==> src/source/pmp_settings.svh <==
// Region count, NAPOT granularity, address and index widths for the PMP unit
`ifndef PMP_SETTINGS_SVH
`define PMP_SETTINGS_SVH

// Number of implemented protection regions
`define PMP_NUM_REGIONS 4

// NAPOT granularity exponent
// 0 allows 4 byte regions, 1 gives 8 byte, 2 gives 16 byte and so on
`define PMP_GRANULARITY 0

// Width of a physical address as held in the region registers
`define PMP_ADDR_W 34

// Width of a region index, log2 of the region count
`define PMP_IDX_W 2

`endif

==> src/source/pmp_pkg.sv <==
// PMP types: matching mode, access kind, privilege, region config, mseccfg, request, response
`default_nettype none
`include "pmp_settings.svh"

package pmp_pkg;

  // Address matching mode, encoded as in the pmpcfg A field
  typedef enum logic [1:0] {
    PMP_MODE_OFF   = 2'b00,
    PMP_MODE_TOR   = 2'b01,
    PMP_MODE_NA4   = 2'b10,
    PMP_MODE_NAPOT = 2'b11
  } pmp_mode_e;

  // Kind of access being checked
  typedef enum logic [1:0] {
    PMP_ACC_EXEC  = 2'b00,
    PMP_ACC_WRITE = 2'b01,
    PMP_ACC_READ  = 2'b10
  } pmp_acc_e;

  // Privilege level of the requester, S kept for encoding only
  typedef enum logic [1:0] {
    PRIV_LVL_U = 2'b00,
    PRIV_LVL_S = 2'b01,
    PRIV_LVL_M = 2'b11
  } priv_lvl_e;

  // One region configuration byte, same bit layout as a pmpcfg field
  typedef struct packed {
    logic      lock;
    logic [1:0] rsvd;
    pmp_mode_e mode;
    logic      exec;
    logic      write;
    logic      read;
  } pmp_cfg_t;

  // Machine security configuration bits
  typedef struct packed {
    logic rlb;
    logic mmwp;
    logic mml;
  } pmp_mseccfg_t;

  // Access request as it travels down the pipeline
  typedef struct packed {
    logic [`PMP_ADDR_W-1:0] addr;
    pmp_acc_e               acc;
    priv_lvl_e              priv;
  } pmp_req_t;

  // Verdict returned with the address it belongs to
  typedef struct packed {
    logic [`PMP_ADDR_W-1:0] addr;
    logic                   err;
  } pmp_rsp_t;

endpackage

`default_nettype wire

==> src/source/pmp_access_if.sv <==
// Interface between the request register and the checker, with src and chk modports
`default_nettype none
`timescale 1ns/1ns
`include "pmp_settings.svh"

interface pmp_access_if;
  import pmp_pkg::*;

  // Qualifies addr, acc, priv and err in the same cycle
  logic                   valid;
  logic [`PMP_ADDR_W-1:0] addr;
  pmp_acc_e               acc;
  priv_lvl_e              priv;
  // Access fault verdict, meaningful only while valid is high
  logic                   err;

  // Request side, filled from the registered request
  modport src (
    output valid, addr, acc, priv,
    input  err
  );

  // Checker side
  modport chk (
    input  valid, addr, acc, priv,
    output err
  );

endinterface

`default_nettype wire

==> src/source/pmp_csr_regs.sv <==
// PMP register file: region config and address storage, lock rules, sticky mseccfg bits
`default_nettype none
`timescale 1ns/1ns
`include "pmp_settings.svh"

module pmp_csr_regs (
  input  logic                   clk,
  input  logic                   rst_i,
  input  logic                   cfg_we_i,
  input  logic [`PMP_IDX_W-1:0]  cfg_idx_i,
  input  pmp_pkg::pmp_cfg_t      cfg_wdata_i,
  input  logic [`PMP_ADDR_W-1:0] addr_wdata_i,
  input  logic                   mseccfg_we_i,
  input  pmp_pkg::pmp_mseccfg_t  mseccfg_wdata_i,
  output pmp_pkg::pmp_cfg_t      cfg_o [`PMP_NUM_REGIONS],
  output logic [`PMP_ADDR_W-1:0] addr_o [`PMP_NUM_REGIONS],
  output pmp_pkg::pmp_mseccfg_t  mseccfg_o
);
  import pmp_pkg::*;

  localparam int N     = `PMP_NUM_REGIONS;
  localparam int IDX_W = `PMP_IDX_W;

  pmp_cfg_t               cfg_q  [N];
  logic [`PMP_ADDR_W-1:0] addr_q [N];
  pmp_mseccfg_t           mseccfg_q;
  pmp_cfg_t               cfg_wr;
  // Entry refuses writes while this is set and rlb is clear
  logic [N-1:0]           entry_locked;
  logic [N-1:0]           entry_we;

  // Reserved config bits always read back as zero
  always_comb begin
    cfg_wr      = cfg_wdata_i;
    cfg_wr.rsvd = '0;
  end

  // ------------------------------------------------------------------------
  // Region entries
  // ------------------------------------------------------------------------
  for (genvar r = 0; r < N; r++) begin : g_entry
    // Locked by its own L bit, or by a locked TOR successor using it as base
    if (r == N - 1) begin : g_last
      assign entry_locked[r] = cfg_q[r].lock;
    end else begin : g_inner
      assign entry_locked[r] = cfg_q[r].lock ||
                               (cfg_q[r+1].lock && (cfg_q[r+1].mode == PMP_MODE_TOR));
    end

    // Rule locking bypass lets any entry be rewritten
    assign entry_we[r] = cfg_we_i && (cfg_idx_i == IDX_W'(r)) &&
                         (!entry_locked[r] || mseccfg_q.rlb);

    always_ff @(posedge clk) begin
      if (rst_i) begin
        cfg_q[r]  <= '0;
        addr_q[r] <= '0;
      end else if (entry_we[r]) begin
        cfg_q[r]  <= cfg_wr;
        addr_q[r] <= addr_wdata_i;
      end
    end
  end

  // ------------------------------------------------------------------------
  // Security configuration
  // ------------------------------------------------------------------------
  always_ff @(posedge clk) begin
    if (rst_i) begin
      mseccfg_q <= '0;
    end else if (mseccfg_we_i) begin
      // mml and mmwp only ever set, cleared by reset alone
      mseccfg_q.mml  <= mseccfg_q.mml  | mseccfg_wdata_i.mml;
      mseccfg_q.mmwp <= mseccfg_q.mmwp | mseccfg_wdata_i.mmwp;
      mseccfg_q.rlb  <= mseccfg_wdata_i.rlb;
    end
  end

  assign cfg_o     = cfg_q;
  assign addr_o    = addr_q;
  assign mseccfg_o = mseccfg_q;

endmodule

`default_nettype wire

==> src/source/pmp_pipe_reg.sv <==
// Pipeline register with a resettable valid flag and a typed payload
`default_nettype none
`timescale 1ns/1ns

module pmp_pipe_reg #(
  parameter type payload_t = logic
) (
  input  logic     clk,
  input  logic     rst_i,
  input  logic     valid_i,
  input  payload_t data_i,
  output logic     valid_o,
  output payload_t data_o
);

  // Valid flag, cleared by reset
  always_ff @(posedge clk) begin
    if (rst_i) begin
      valid_o <= 1'b0;
    end else begin
      valid_o <= valid_i;
    end
  end

  // Payload loads only with a valid beat
  // Data holds its last value through idle cycles
  always_ff @(posedge clk) begin
    if (valid_i) begin
      data_o <= data_i;
    end
  end

endmodule

`default_nettype wire

==> src/source/pmp_checker.sv <==
// PMP access checker: per-region matching, R/W/X and MML permission checks, priority
`default_nettype none
`timescale 1ns/1ns
`include "pmp_settings.svh"

module pmp_checker (
  pmp_access_if.chk              acc,
  input pmp_pkg::pmp_cfg_t       cfg_i  [`PMP_NUM_REGIONS],
  input logic [`PMP_ADDR_W-1:0]  addr_i [`PMP_NUM_REGIONS],
  input pmp_pkg::pmp_mseccfg_t   mseccfg_i
);
  import pmp_pkg::*;

  localparam int N  = `PMP_NUM_REGIONS;
  localparam int AW = `PMP_ADDR_W;
  localparam int G  = `PMP_GRANULARITY;
  // Lowest address bit that takes part in any comparison
  localparam int CMP_LSB  = G + 2;
  // Lowest bit of the trailing ones run that encodes the NAPOT size
  localparam int ONES_LSB = (G == 0) ? 2 : G + 1;

  logic [AW-1:0]       start_addr [N];
  logic [AW-1:CMP_LSB] napot_mask [N];
  logic [N-1:0]        match_eq;
  logic [N-1:0]        match_gt;
  logic [N-1:0]        match_lt;
  logic [N-1:0]        match;
  logic [N-1:0]        basic_ok;
  logic [N-1:0]        mml_ok;
  logic                access_fault;

  // Region hit for the given mode from the three comparisons
  function automatic logic mode_match(pmp_mode_e mode, logic eq, logic gt, logic lt);
    case (mode)
      PMP_MODE_TOR:                 mode_match = (eq || gt) && lt;
      PMP_MODE_NA4, PMP_MODE_NAPOT: mode_match = eq;
      default:                      mode_match = 1'b0;
    endcase
  endfunction

  // Plain R/W/X lookup for the access kind
  function automatic logic basic_perm(pmp_cfg_t cfg, pmp_acc_e kind);
    case (kind)
      PMP_ACC_READ:  basic_perm = cfg.read;
      PMP_ACC_WRITE: basic_perm = cfg.write;
      PMP_ACC_EXEC:  basic_perm = cfg.exec;
      default:       basic_perm = 1'b0;
    endcase
  endfunction

  // Permission table that applies once mml is set
  function automatic logic mml_perm(pmp_cfg_t cfg, pmp_acc_e kind, priv_lvl_e priv,
                                    logic basic);
    logic is_m;
    is_m = (priv == PRIV_LVL_M);
    if (!cfg.read && cfg.write) begin
      // Shared regions, selected by L and X
      case ({cfg.lock, cfg.exec})
        2'b00:   mml_perm = (kind == PMP_ACC_READ) || ((kind == PMP_ACC_WRITE) && is_m);
        2'b01:   mml_perm = (kind == PMP_ACC_READ) || (kind == PMP_ACC_WRITE);
        2'b10:   mml_perm = (kind == PMP_ACC_EXEC);
        default: mml_perm = (kind == PMP_ACC_EXEC) || ((kind == PMP_ACC_READ) && is_m);
      endcase
    end else if (cfg.lock && cfg.read && cfg.write && cfg.exec) begin
      // Read only for every privilege
      mml_perm = (kind == PMP_ACC_READ);
    end else begin
      // Locked entries serve M only, unlocked entries serve S and U only
      mml_perm = basic && (is_m ? cfg.lock : !cfg.lock);
    end
  endfunction

  // ------------------------------------------------------------------------
  // Per-region matching and permissions
  // ------------------------------------------------------------------------
  for (genvar r = 0; r < N; r++) begin : g_region
    // TOR base is the previous entry, or zero for entry 0
    if (r == 0) begin : g_first
      assign start_addr[r] = (cfg_i[r].mode == PMP_MODE_TOR) ? '0 : addr_i[r];
    end else begin : g_next
      assign start_addr[r] = (cfg_i[r].mode == PMP_MODE_TOR) ? addr_i[r-1] : addr_i[r];
    end

    // NAPOT mask drops bit 2 and every bit up to the first zero
    for (genvar b = CMP_LSB; b < AW; b++) begin : g_mask
      if (b == 2) begin : g_low
        assign napot_mask[r][b] = (cfg_i[r].mode != PMP_MODE_NAPOT);
      end else begin : g_high
        assign napot_mask[r][b] = (cfg_i[r].mode != PMP_MODE_NAPOT) ||
                                  !(&addr_i[r][b-1:ONES_LSB]);
      end
    end

    // Comparators only cover bits above the granule
    assign match_eq[r] = (acc.addr[AW-1:CMP_LSB] & napot_mask[r]) ==
                         (start_addr[r][AW-1:CMP_LSB] & napot_mask[r]);
    assign match_gt[r] = acc.addr[AW-1:CMP_LSB] > start_addr[r][AW-1:CMP_LSB];
    assign match_lt[r] = acc.addr[AW-1:CMP_LSB] < addr_i[r][AW-1:CMP_LSB];

    assign match[r]    = mode_match(cfg_i[r].mode, match_eq[r], match_gt[r], match_lt[r]);
    assign basic_ok[r] = basic_perm(cfg_i[r], acc.acc);
    assign mml_ok[r]   = mml_perm(cfg_i[r], acc.acc, acc.priv, basic_ok[r]);
  end

  // ------------------------------------------------------------------------
  // Verdict
  // ------------------------------------------------------------------------
  always_comb begin
    // No match: deny under mmwp or below M, allow M otherwise
    access_fault = mseccfg_i.mmwp || (acc.priv != PRIV_LVL_M);
    // Walk downward so the lowest matching index wins
    for (int r = N - 1; r >= 0; r--) begin
      if (match[r]) begin
        if (mseccfg_i.mml) begin
          access_fault = !mml_ok[r];
        end else if (acc.priv == PRIV_LVL_M) begin
          // M only trips on a locked entry
          access_fault = cfg_i[r].lock && !basic_ok[r];
        end else begin
          access_fault = !basic_ok[r];
        end
      end
    end
  end

  assign acc.err = acc.valid && access_fault;

endmodule

`default_nettype wire

==> src/source/pmp_unit_top.sv <==
// PMP unit top level with register file, request and response stages and checker
`default_nettype none
`timescale 1ns/1ns
`include "pmp_settings.svh"

module pmp_unit_top (
  input  logic                   clk,
  input  logic                   rst_i,
  // Register writes
  input  logic                   cfg_we_i,
  input  logic [`PMP_IDX_W-1:0]  cfg_idx_i,
  input  pmp_pkg::pmp_cfg_t      cfg_wdata_i,
  input  logic [`PMP_ADDR_W-1:0] addr_wdata_i,
  input  logic                   mseccfg_we_i,
  input  pmp_pkg::pmp_mseccfg_t  mseccfg_wdata_i,
  // Requests
  input  logic                   req_valid_i,
  input  logic [`PMP_ADDR_W-1:0] req_addr_i,
  input  pmp_pkg::pmp_acc_e      req_acc_i,
  input  pmp_pkg::priv_lvl_e     req_priv_i,
  // Responses two cycles after the request
  output logic                   rsp_valid_o,
  output logic [`PMP_ADDR_W-1:0] rsp_addr_o,
  output logic                   rsp_err_o
);
  import pmp_pkg::*;

  pmp_cfg_t               cfg     [`PMP_NUM_REGIONS];
  logic [`PMP_ADDR_W-1:0] addr    [`PMP_NUM_REGIONS];
  pmp_mseccfg_t           mseccfg;
  pmp_req_t               req_d;
  pmp_req_t               req_q;
  logic                   req_q_valid;
  pmp_rsp_t               rsp_d;
  pmp_rsp_t               rsp_q;

  pmp_access_if acc_if ();

  pmp_csr_regs csr_regs (
    .clk             (clk),
    .rst_i           (rst_i),
    .cfg_we_i        (cfg_we_i),
    .cfg_idx_i       (cfg_idx_i),
    .cfg_wdata_i     (cfg_wdata_i),
    .addr_wdata_i    (addr_wdata_i),
    .mseccfg_we_i    (mseccfg_we_i),
    .mseccfg_wdata_i (mseccfg_wdata_i),
    .cfg_o           (cfg),
    .addr_o          (addr),
    .mseccfg_o       (mseccfg)
  );

  // ------------------------------------------------------------------------
  // Request stage
  // ------------------------------------------------------------------------
  assign req_d = '{addr: req_addr_i, acc: req_acc_i, priv: req_priv_i};

  pmp_pipe_reg #(.payload_t(pmp_req_t)) req_stage (
    .clk     (clk),
    .rst_i   (rst_i),
    .valid_i (req_valid_i),
    .data_i  (req_d),
    .valid_o (req_q_valid),
    .data_o  (req_q)
  );

  // Registered request onto the checker interface
  assign acc_if.valid = req_q_valid;
  assign acc_if.addr  = req_q.addr;
  assign acc_if.acc   = req_q.acc;
  assign acc_if.priv  = req_q.priv;

  pmp_checker access_checker (
    .acc       (acc_if),
    .cfg_i     (cfg),
    .addr_i    (addr),
    .mseccfg_i (mseccfg)
  );

  // ------------------------------------------------------------------------
  // Response stage
  // ------------------------------------------------------------------------
  assign rsp_d = '{addr: acc_if.addr, err: acc_if.err};

  pmp_pipe_reg #(.payload_t(pmp_rsp_t)) rsp_stage (
    .clk     (clk),
    .rst_i   (rst_i),
    .valid_i (acc_if.valid),
    .data_i  (rsp_d),
    .valid_o (rsp_valid_o),
    .data_o  (rsp_q)
  );

  assign rsp_addr_o = rsp_q.addr;
  assign rsp_err_o  = rsp_q.err;

endmodule

`default_nettype wire

==> config.mk <==
export PLATFORM = sky130hd
export DESIGN_NAME = pmp_unit_top
export DESIGN_NICKNAME = d
export VERILOG_FILES = /design/src/source/pmp_pkg.sv /design/src/source/pmp_access_if.sv /design/src/source/pmp_csr_regs.sv /design/src/source/pmp_pipe_reg.sv /design/src/source/pmp_checker.sv /design/src/source/pmp_unit_top.sv
export VERILOG_INCLUDE_DIRS = /design/src /design/src/source
export SDC_FILE = /design/constraint.sdc
export NUM_CORES = 1
export LEC_CHECK = 0
export BUFFER_PORTS_ARGS = -buffer_cell sky130_fd_sc_hd__clkbuf_2
export CORE_MARGIN = 3
export CORE_UTILIZATION = 54
export CTS_CLUSTER_DIAMETER = 150
export DETAILED_ROUTE_END_ITERATION = 8
export GPL_TIMING_DRIVEN = 0
export PLACE_DENSITY = 0.74
export REMOVE_ABC_BUFFERS = 1
export SYNTH_ARGS = -nofsm -noshare
export SYNTH_HDL_FRONTEND = slang
export SYNTH_SLANG_ARGS = --single-unit
export TNS_END_PERCENT = 5
==> constraint.sdc <==
create_clock -name clk -period 5 [get_ports clk]
set_clock_uncertainty 0.1 [all_clocks]
set_input_delay 1.5 -clock clk [delete_from_list [all_inputs] [get_ports clk]]
set_output_delay 1.5 -clock clk [all_outputs]
set_load 0.05 [all_outputs]
# Word level (Yosys, flattened, before mapping)
# Index checks and enable logic that the tools add are counted.
# op_classes
add_sub_neg	0
mul	0
n_div	0
n_lt_le_gt_ge	8
eq_ne	35
shift	0
mux	40
bitwise	10
reduce_logical	454
# op_table
operator	count
32-bit bitwise AND	8
1-bit zero test	143
1-bit logical OR	139
34-bit two-way mux	4
32-bit == test	4
32-bit > comparator	4
32-bit < comparator	4
31-bit AND reduction	4
30-bit AND reduction	4
29-bit AND reduction	4
28-bit AND reduction	4
27-bit AND reduction	4
26-bit AND reduction	4
25-bit AND reduction	4
24-bit AND reduction	4
23-bit AND reduction	4
22-bit AND reduction	4
21-bit AND reduction	4
20-bit AND reduction	4
19-bit AND reduction	4
18-bit AND reduction	4
17-bit AND reduction	4
16-bit AND reduction	4
15-bit AND reduction	4
23 further kinds	173
# word_totals
ff_bits	238
latchBits	0
ram_bits	0
romBits	0
input_bits	90
output_inout_bits	36
elab_cells	581
n_memories	0

# Depth between registers and ports, before layout
# logic_depth
ltp_word	13
depth_mapped	19
ltp_nobuf	15

# Cells and area by module
# A second synthesis with hierarchy kept.
# hier_totals
cells_unflattened	2253
hier_area_um2	19610.1
# by_module_without_submodules
mod	n_inst	cells_each	area_each_um2	seq_area_each_um2
pmp_checker	1	1526	10756.6	0.0
pmp_csr_regs	1	650	6593.8	3263.1
pmp_pipe_reg at req_stage	1	40	1174.9	1161.1
pmp_pipe_reg at rsp_stage	1	37	1084.8	1071.0

# Least setup slack after synthesis
# No wires, ideal clock.
# synth_timing
path_type	register to register
startpoint	register csr_regs.cfg_q (netlist bit csr_regs.cfg_o[19])
endpoint	register rsp_stage.data_o[0] (netlist name), data pin
setup_ns	0.263
arrival_time_ns	3.192
required_time_ns	4.637
path_slack_ns	1.445
stages_incl_launch_ff	20
n_path_buf	4
synth_period_minus_slack_ns	3.555
path_cell_list	dfxtp_1 nor2b_1 buf_2 buf_6 buf_2 clkbuf_1 nor2_1 a21oi_1 ha_1 nor2b_1 o21ai_0 nand2b_1 a21oi_1 o21ai_0 nor2b_1 o41ai_1 a32oi_1 o2bb2ai_2 mux2i_1 o22ai_1
# synth_via
elab_chain_cells	10
word_cells_on_any_way	47
cone_classes	order compare (1); eq/ne (5); mux (4); bitwise (2); reduce/logical (35)
# synth_lines
item	line_no	source
start, declared	pmp_csr_regs.sv:24	pmp_cfg_t cfg_q [N];
start signal, assigned by index	pmp_csr_regs.sv:59	cfg_q[r] <= cfg_wr;
branches (longest 6 deep; another with 32-bit > comparator)	--	
1-bit one-hot mux with 2 select lines *	pmp_checker.sv:34	case (mode)
1-bit two-way mux * (2 in a row)	pmp_checker.sv:113	if (match[r]) begin
1-bit logical AND *	pmp_checker.sv:126	assign acc.err = acc.valid && access_fault;
via acc_if.err	pmp_access_if.sv:15	logic err;
end signal, assigned	pmp_pipe_reg.sv:29	data_o <= data_i;
end, declared	pmp_pipe_reg.sv:13	output payload_t data_o
# Mark *: on every way through the listed nets, which the timed path passes.
# A chain may end at the register's enable or synchronous reset.

# Worst setup path in the final report
# layout_timing
startpoint	register csr_regs.cfg_q (netlist bit csr_regs.cfg_o[4])
endpoint	register rsp_stage.data_o[0] (netlist name), data pin
# layout_via
elab_chain_cells	12
word_cells_on_any_way	49
cone_classes	order compare (1); eq/ne (5); mux (6); bitwise (2); reduce/logical (35)
# layout_lines
item	line_no
branches (longest 6 deep; another with 32-bit > comparator)	--
1-bit one-hot mux with 2 select lines *	pmp_checker.sv:34
1-bit two-way mux * (4 in a row)	pmp_checker.sv:113
1-bit logical AND *	pmp_checker.sv:126
via acc_if.err	pmp_access_if.sv:15
# Marked as above.

==> flow_metrics.py <==
metrics = {
    "logic_synthesis": {
        "synth.avg_cell_area_um2": 8.10,
        "flop_and_latch_count_out_of_synthesis": 230,
        "async_flop_share_pct": 0,
        "yosys.cell_types.count": 82,
        "synth_cells": 2273,
        "netlist_area_um2": 18400,
        "yosysWarnings": 0,
        "yosys.area.top_type_share_pct": 17.4,
        "ys.flop_type": "dfxtp_1",
        "synth.area.top_cells": "ha_1, dfxtp_1, edfxtp_1",
        "post_synthesis_sequential_area_ratio_pct": 29.0,
        "synth_largest_area_cell": "ha_1",
        "synth_edf_count": 73,
    },
    "power_and_ir_drop": {
        "power.sequential.fraction_pct": 42.9,
        "p_per_area_nw_per_um2": 261,
        "p_switching_mw": 1.75,
        "power_leakage_nw": 7.63,
        "clock_power_share_pct": 35.2,
        "vdd_ir_drop_max_uv": 267,
        "sw_frac_of_total_pct": 33.3,
        "comb_power_share_pct": 21.9,
        "power.total_mw": 5.25,
        "power_report.internal_total_mw": 3.50,
    },
    "floorplan": {
        "placement_rows": 66,
        "die_width_um": 191,
        "placeable_core_region_um2": 33000,
        "initial_core_util_pct": 55.7,
        "die_y_um": 191,
        "boundaryPins": 126,
        "die-area_um2": 36300,
    },
    "run_status": {
        "status": "finished clean",
    },
    "timing": {
        "timing.fmax_mhz": 210,
        "timing.final.setup_violations": 0,
        "worst_slack_on_hold_paths_ps": 321,
        "worst_slew_margin_rel_pct": 12.4,
        "final_hold_viol_count": 0,
        "setup_tns_ps": 0,
        "timing_worst_slew_pin_value_ps": 1310,
        "timing.final.crit_period_ps": 4760,
        "grt_setup_unrepaired": "false",
        "final.period_utilization_pct": 95.2,
        "drv_slew": 0,
    },
    "clocking": {
        "cts_buffers": 27,
        "tritoncts": "done",
        "h_tree_levels": 1,
        "numClockSinks": 230,
        "max_clock_buf_depth": 3,
        "clk_pin_slew_worst_paths_ps": 60,
        "clockRootBuffer": "clkbuf_16",
        "post_cts_hold_buffer_count": 0,
        "worst_skew_pair.late_latency_ps": 560,
    },
    "setup_path": {
        "ordered_list_of_cells_on_the_worst_path": "nand2b_2, buf_12, mux2i_1, ha_1, nand3_1, nor4_2, o21ai_0, a41oi_1, nor3_1, nor4b_1, a41oi_1, mux2_1, mux2i_1, mux2i_1, o22ai_1",
        "setup.worst_path.start": "csr_regs.cfg_o[4]",
        "slowest_stage": "dfxtp_1",
        "crit_buf_inv": 1,
        "timing.critical_path.to_type": "flop",
        "setup.worst_path.class": "flop to flop",
        "cell_family_with_the_largest_share_of_critical_path_delay": "simple AND/OR/NAND/NOR gates",
        "path_common_cell": "mux2i_1",
        "crit_path_max_incr_delay_ps": 620,
        "critical_path_arrival_ps": 5060,
        "maximum_fanout_along_the_worst_path": 33,
        "critical_path.reg2reg.startpoint": "csr_regs.cfg_o[4]",
        "critical_path.startpoint_type": "flop",
        "cp_data_required_time_ps": 5300,
    },
    "layout": {
        "synthToLayoutAreaGrowth_pct": 9.56,
        "antenna-diode-count": 0,
        "post_route_cells_drive_above_1_share_pct": 8.76,
        "finish.net_count": 2667,
        "final_core_util_pct": 61.1,
        "layout.cells.most_common": "nand2_1",
        "mostFrequentLayoutCells": "nand2_1, a21oi_1, ha_1",
    },
    "placement": {
        "final_estimated_routing_congestion_in_global_placement": 1.02,
        "place.port_buffers": 121,
        "detailedPlacementHpwl_um": 45800,
    },
    "routing": {
        "detail_route.iter0.violations": 1682,
        "drt.antenna.violating_nets": 0,
        "drt_pass1_iterations": 7,
        "post_drt_via_cell_ratio": 6.27,
        "via_count": 17454,
        "detail_route.wirelength_um": 59100,
        "wl_per_cell_um": 21.2,
        "residual_drc_count": 0,
    },
    "min_path": {
        "hold_path.startpoint": "req_stage.data_o[4]",
        "hold_path_class": "flop to flop",
    },
    "global_routing": {
        "grt_first_pass_wirelength_um": 91500,
        "pin_count_of_the_biggest_net_entering_global_routing": 118,
        "gr-total-overflow": 0,
        "via_count_of_the_first_global_routing_pass": 16489,
        "grt.total_usage_pct": 31.9,
        "grt_antenna_before_repair": 0,
    },
    "flow_run": {
        "max_cap_viol_count": 0,
    },
}
[Yosys cell counts, drive strengths merged (7+ instances only)]
library cell,instances
nand2,406
a21oi,284
ha,256
dfxtp,157
inv,139
clkbuf,92
nor2,90
mux2i,86
o21ai,84
xnor2,83
edfxtp,73
nand4,71
nand3,50
a21o,45
xor2,38
nor3,29
nor4,25
nor2b,22
o22ai,21
buf,20
a211oi,14
a22oi,14
a31oi,10
o21a,10
o31ai,10
and4,9
a21boi,8
nand2b,8
or3,7
[metrics by stage]
step / cells / instance area [µm²] / worst slack, ps
after floorplan: 2161 / 18000 / -89.2
after global placement: 2724 / 19100 / -1740
after detailed placement: 2734 / 19400 / 228
after CTS: 2783 / 20200 / 215
after global routing: 2783 / 20200 / 117
final: 2783 / 20200 / 240
[routing by layer]
metal,track usage (%),share of wire [%],up-vias
met5,0,0,-
met4,13.2,5.0,0
met3,3.44,7.4,144
met2,50.9,44,765
met1,44.0,44,8261
li1,-,-,8284
[power groups by stage]
stage               clock, mW  combinational [mW]  sequential [mW]
CTS                      1.87                1.13             2.24
finish                   1.85                1.15             2.25
global placement            0                1.08             2.28
detailed placement          0                1.13             2.28
floorplan                   0               0.715             2.27
global route             1.95                1.28             2.27
[area by class of cell]
cell class | instances | area (µm²)
repair buffers | 131 | 801
fillers | 3025 | 12900
multi-input cells | 1791 | 12100
clock buffers | 34 | 712
flip-flops and latches | 230 | 5340
well taps | 442 | 553
inverters | 140 | 526
clock inverters | 15 | 92.6
[state kept, by name (all words and copies together), names as in the netlist]
| register | count |
|---|---|
| csr_regs.addr_o | 128 |
| req_stage.data_o | 38 |
| rsp_stage.data_o | 35 |
| csr_regs.cfg_o | 24 |
| csr_regs.mseccfg_o | 3 |
| req_stage.valid_o | 1 |
| rsp_stage.valid_o | 1 |
[kinds of logic after synthesis]
kind of cell,after synthesis,share of synthesized area (%)
multiplexers,91,5.00
flip-flops,230,29.0
buffers and inverters,252,5.34
XOR/XNOR,121,5.76
adder cells (fa/ha/maj),256,17.4
AO/OA/AOI/OAI,575,18.8
AND/OR/NAND/NOR,748,18.7
[what timing repair did]
item,4_1_cts,5_1_grt
setup buffers,0,0
endpoints found under the setup margin,0,1
gates resized for setup,0,1
[final timing paths]
path                          to  slack, ps  cells past startpoint
max reg2reg  rsp_stage.data_o[0]        240                     15
max          rsp_stage.data_o[0]        240                     15
min          rsp_stage.data_o[1]        320                      0
min reg2reg  rsp_stage.data_o[1]        320                      0
Note: power is estimated with default switching activity, not from simulation.
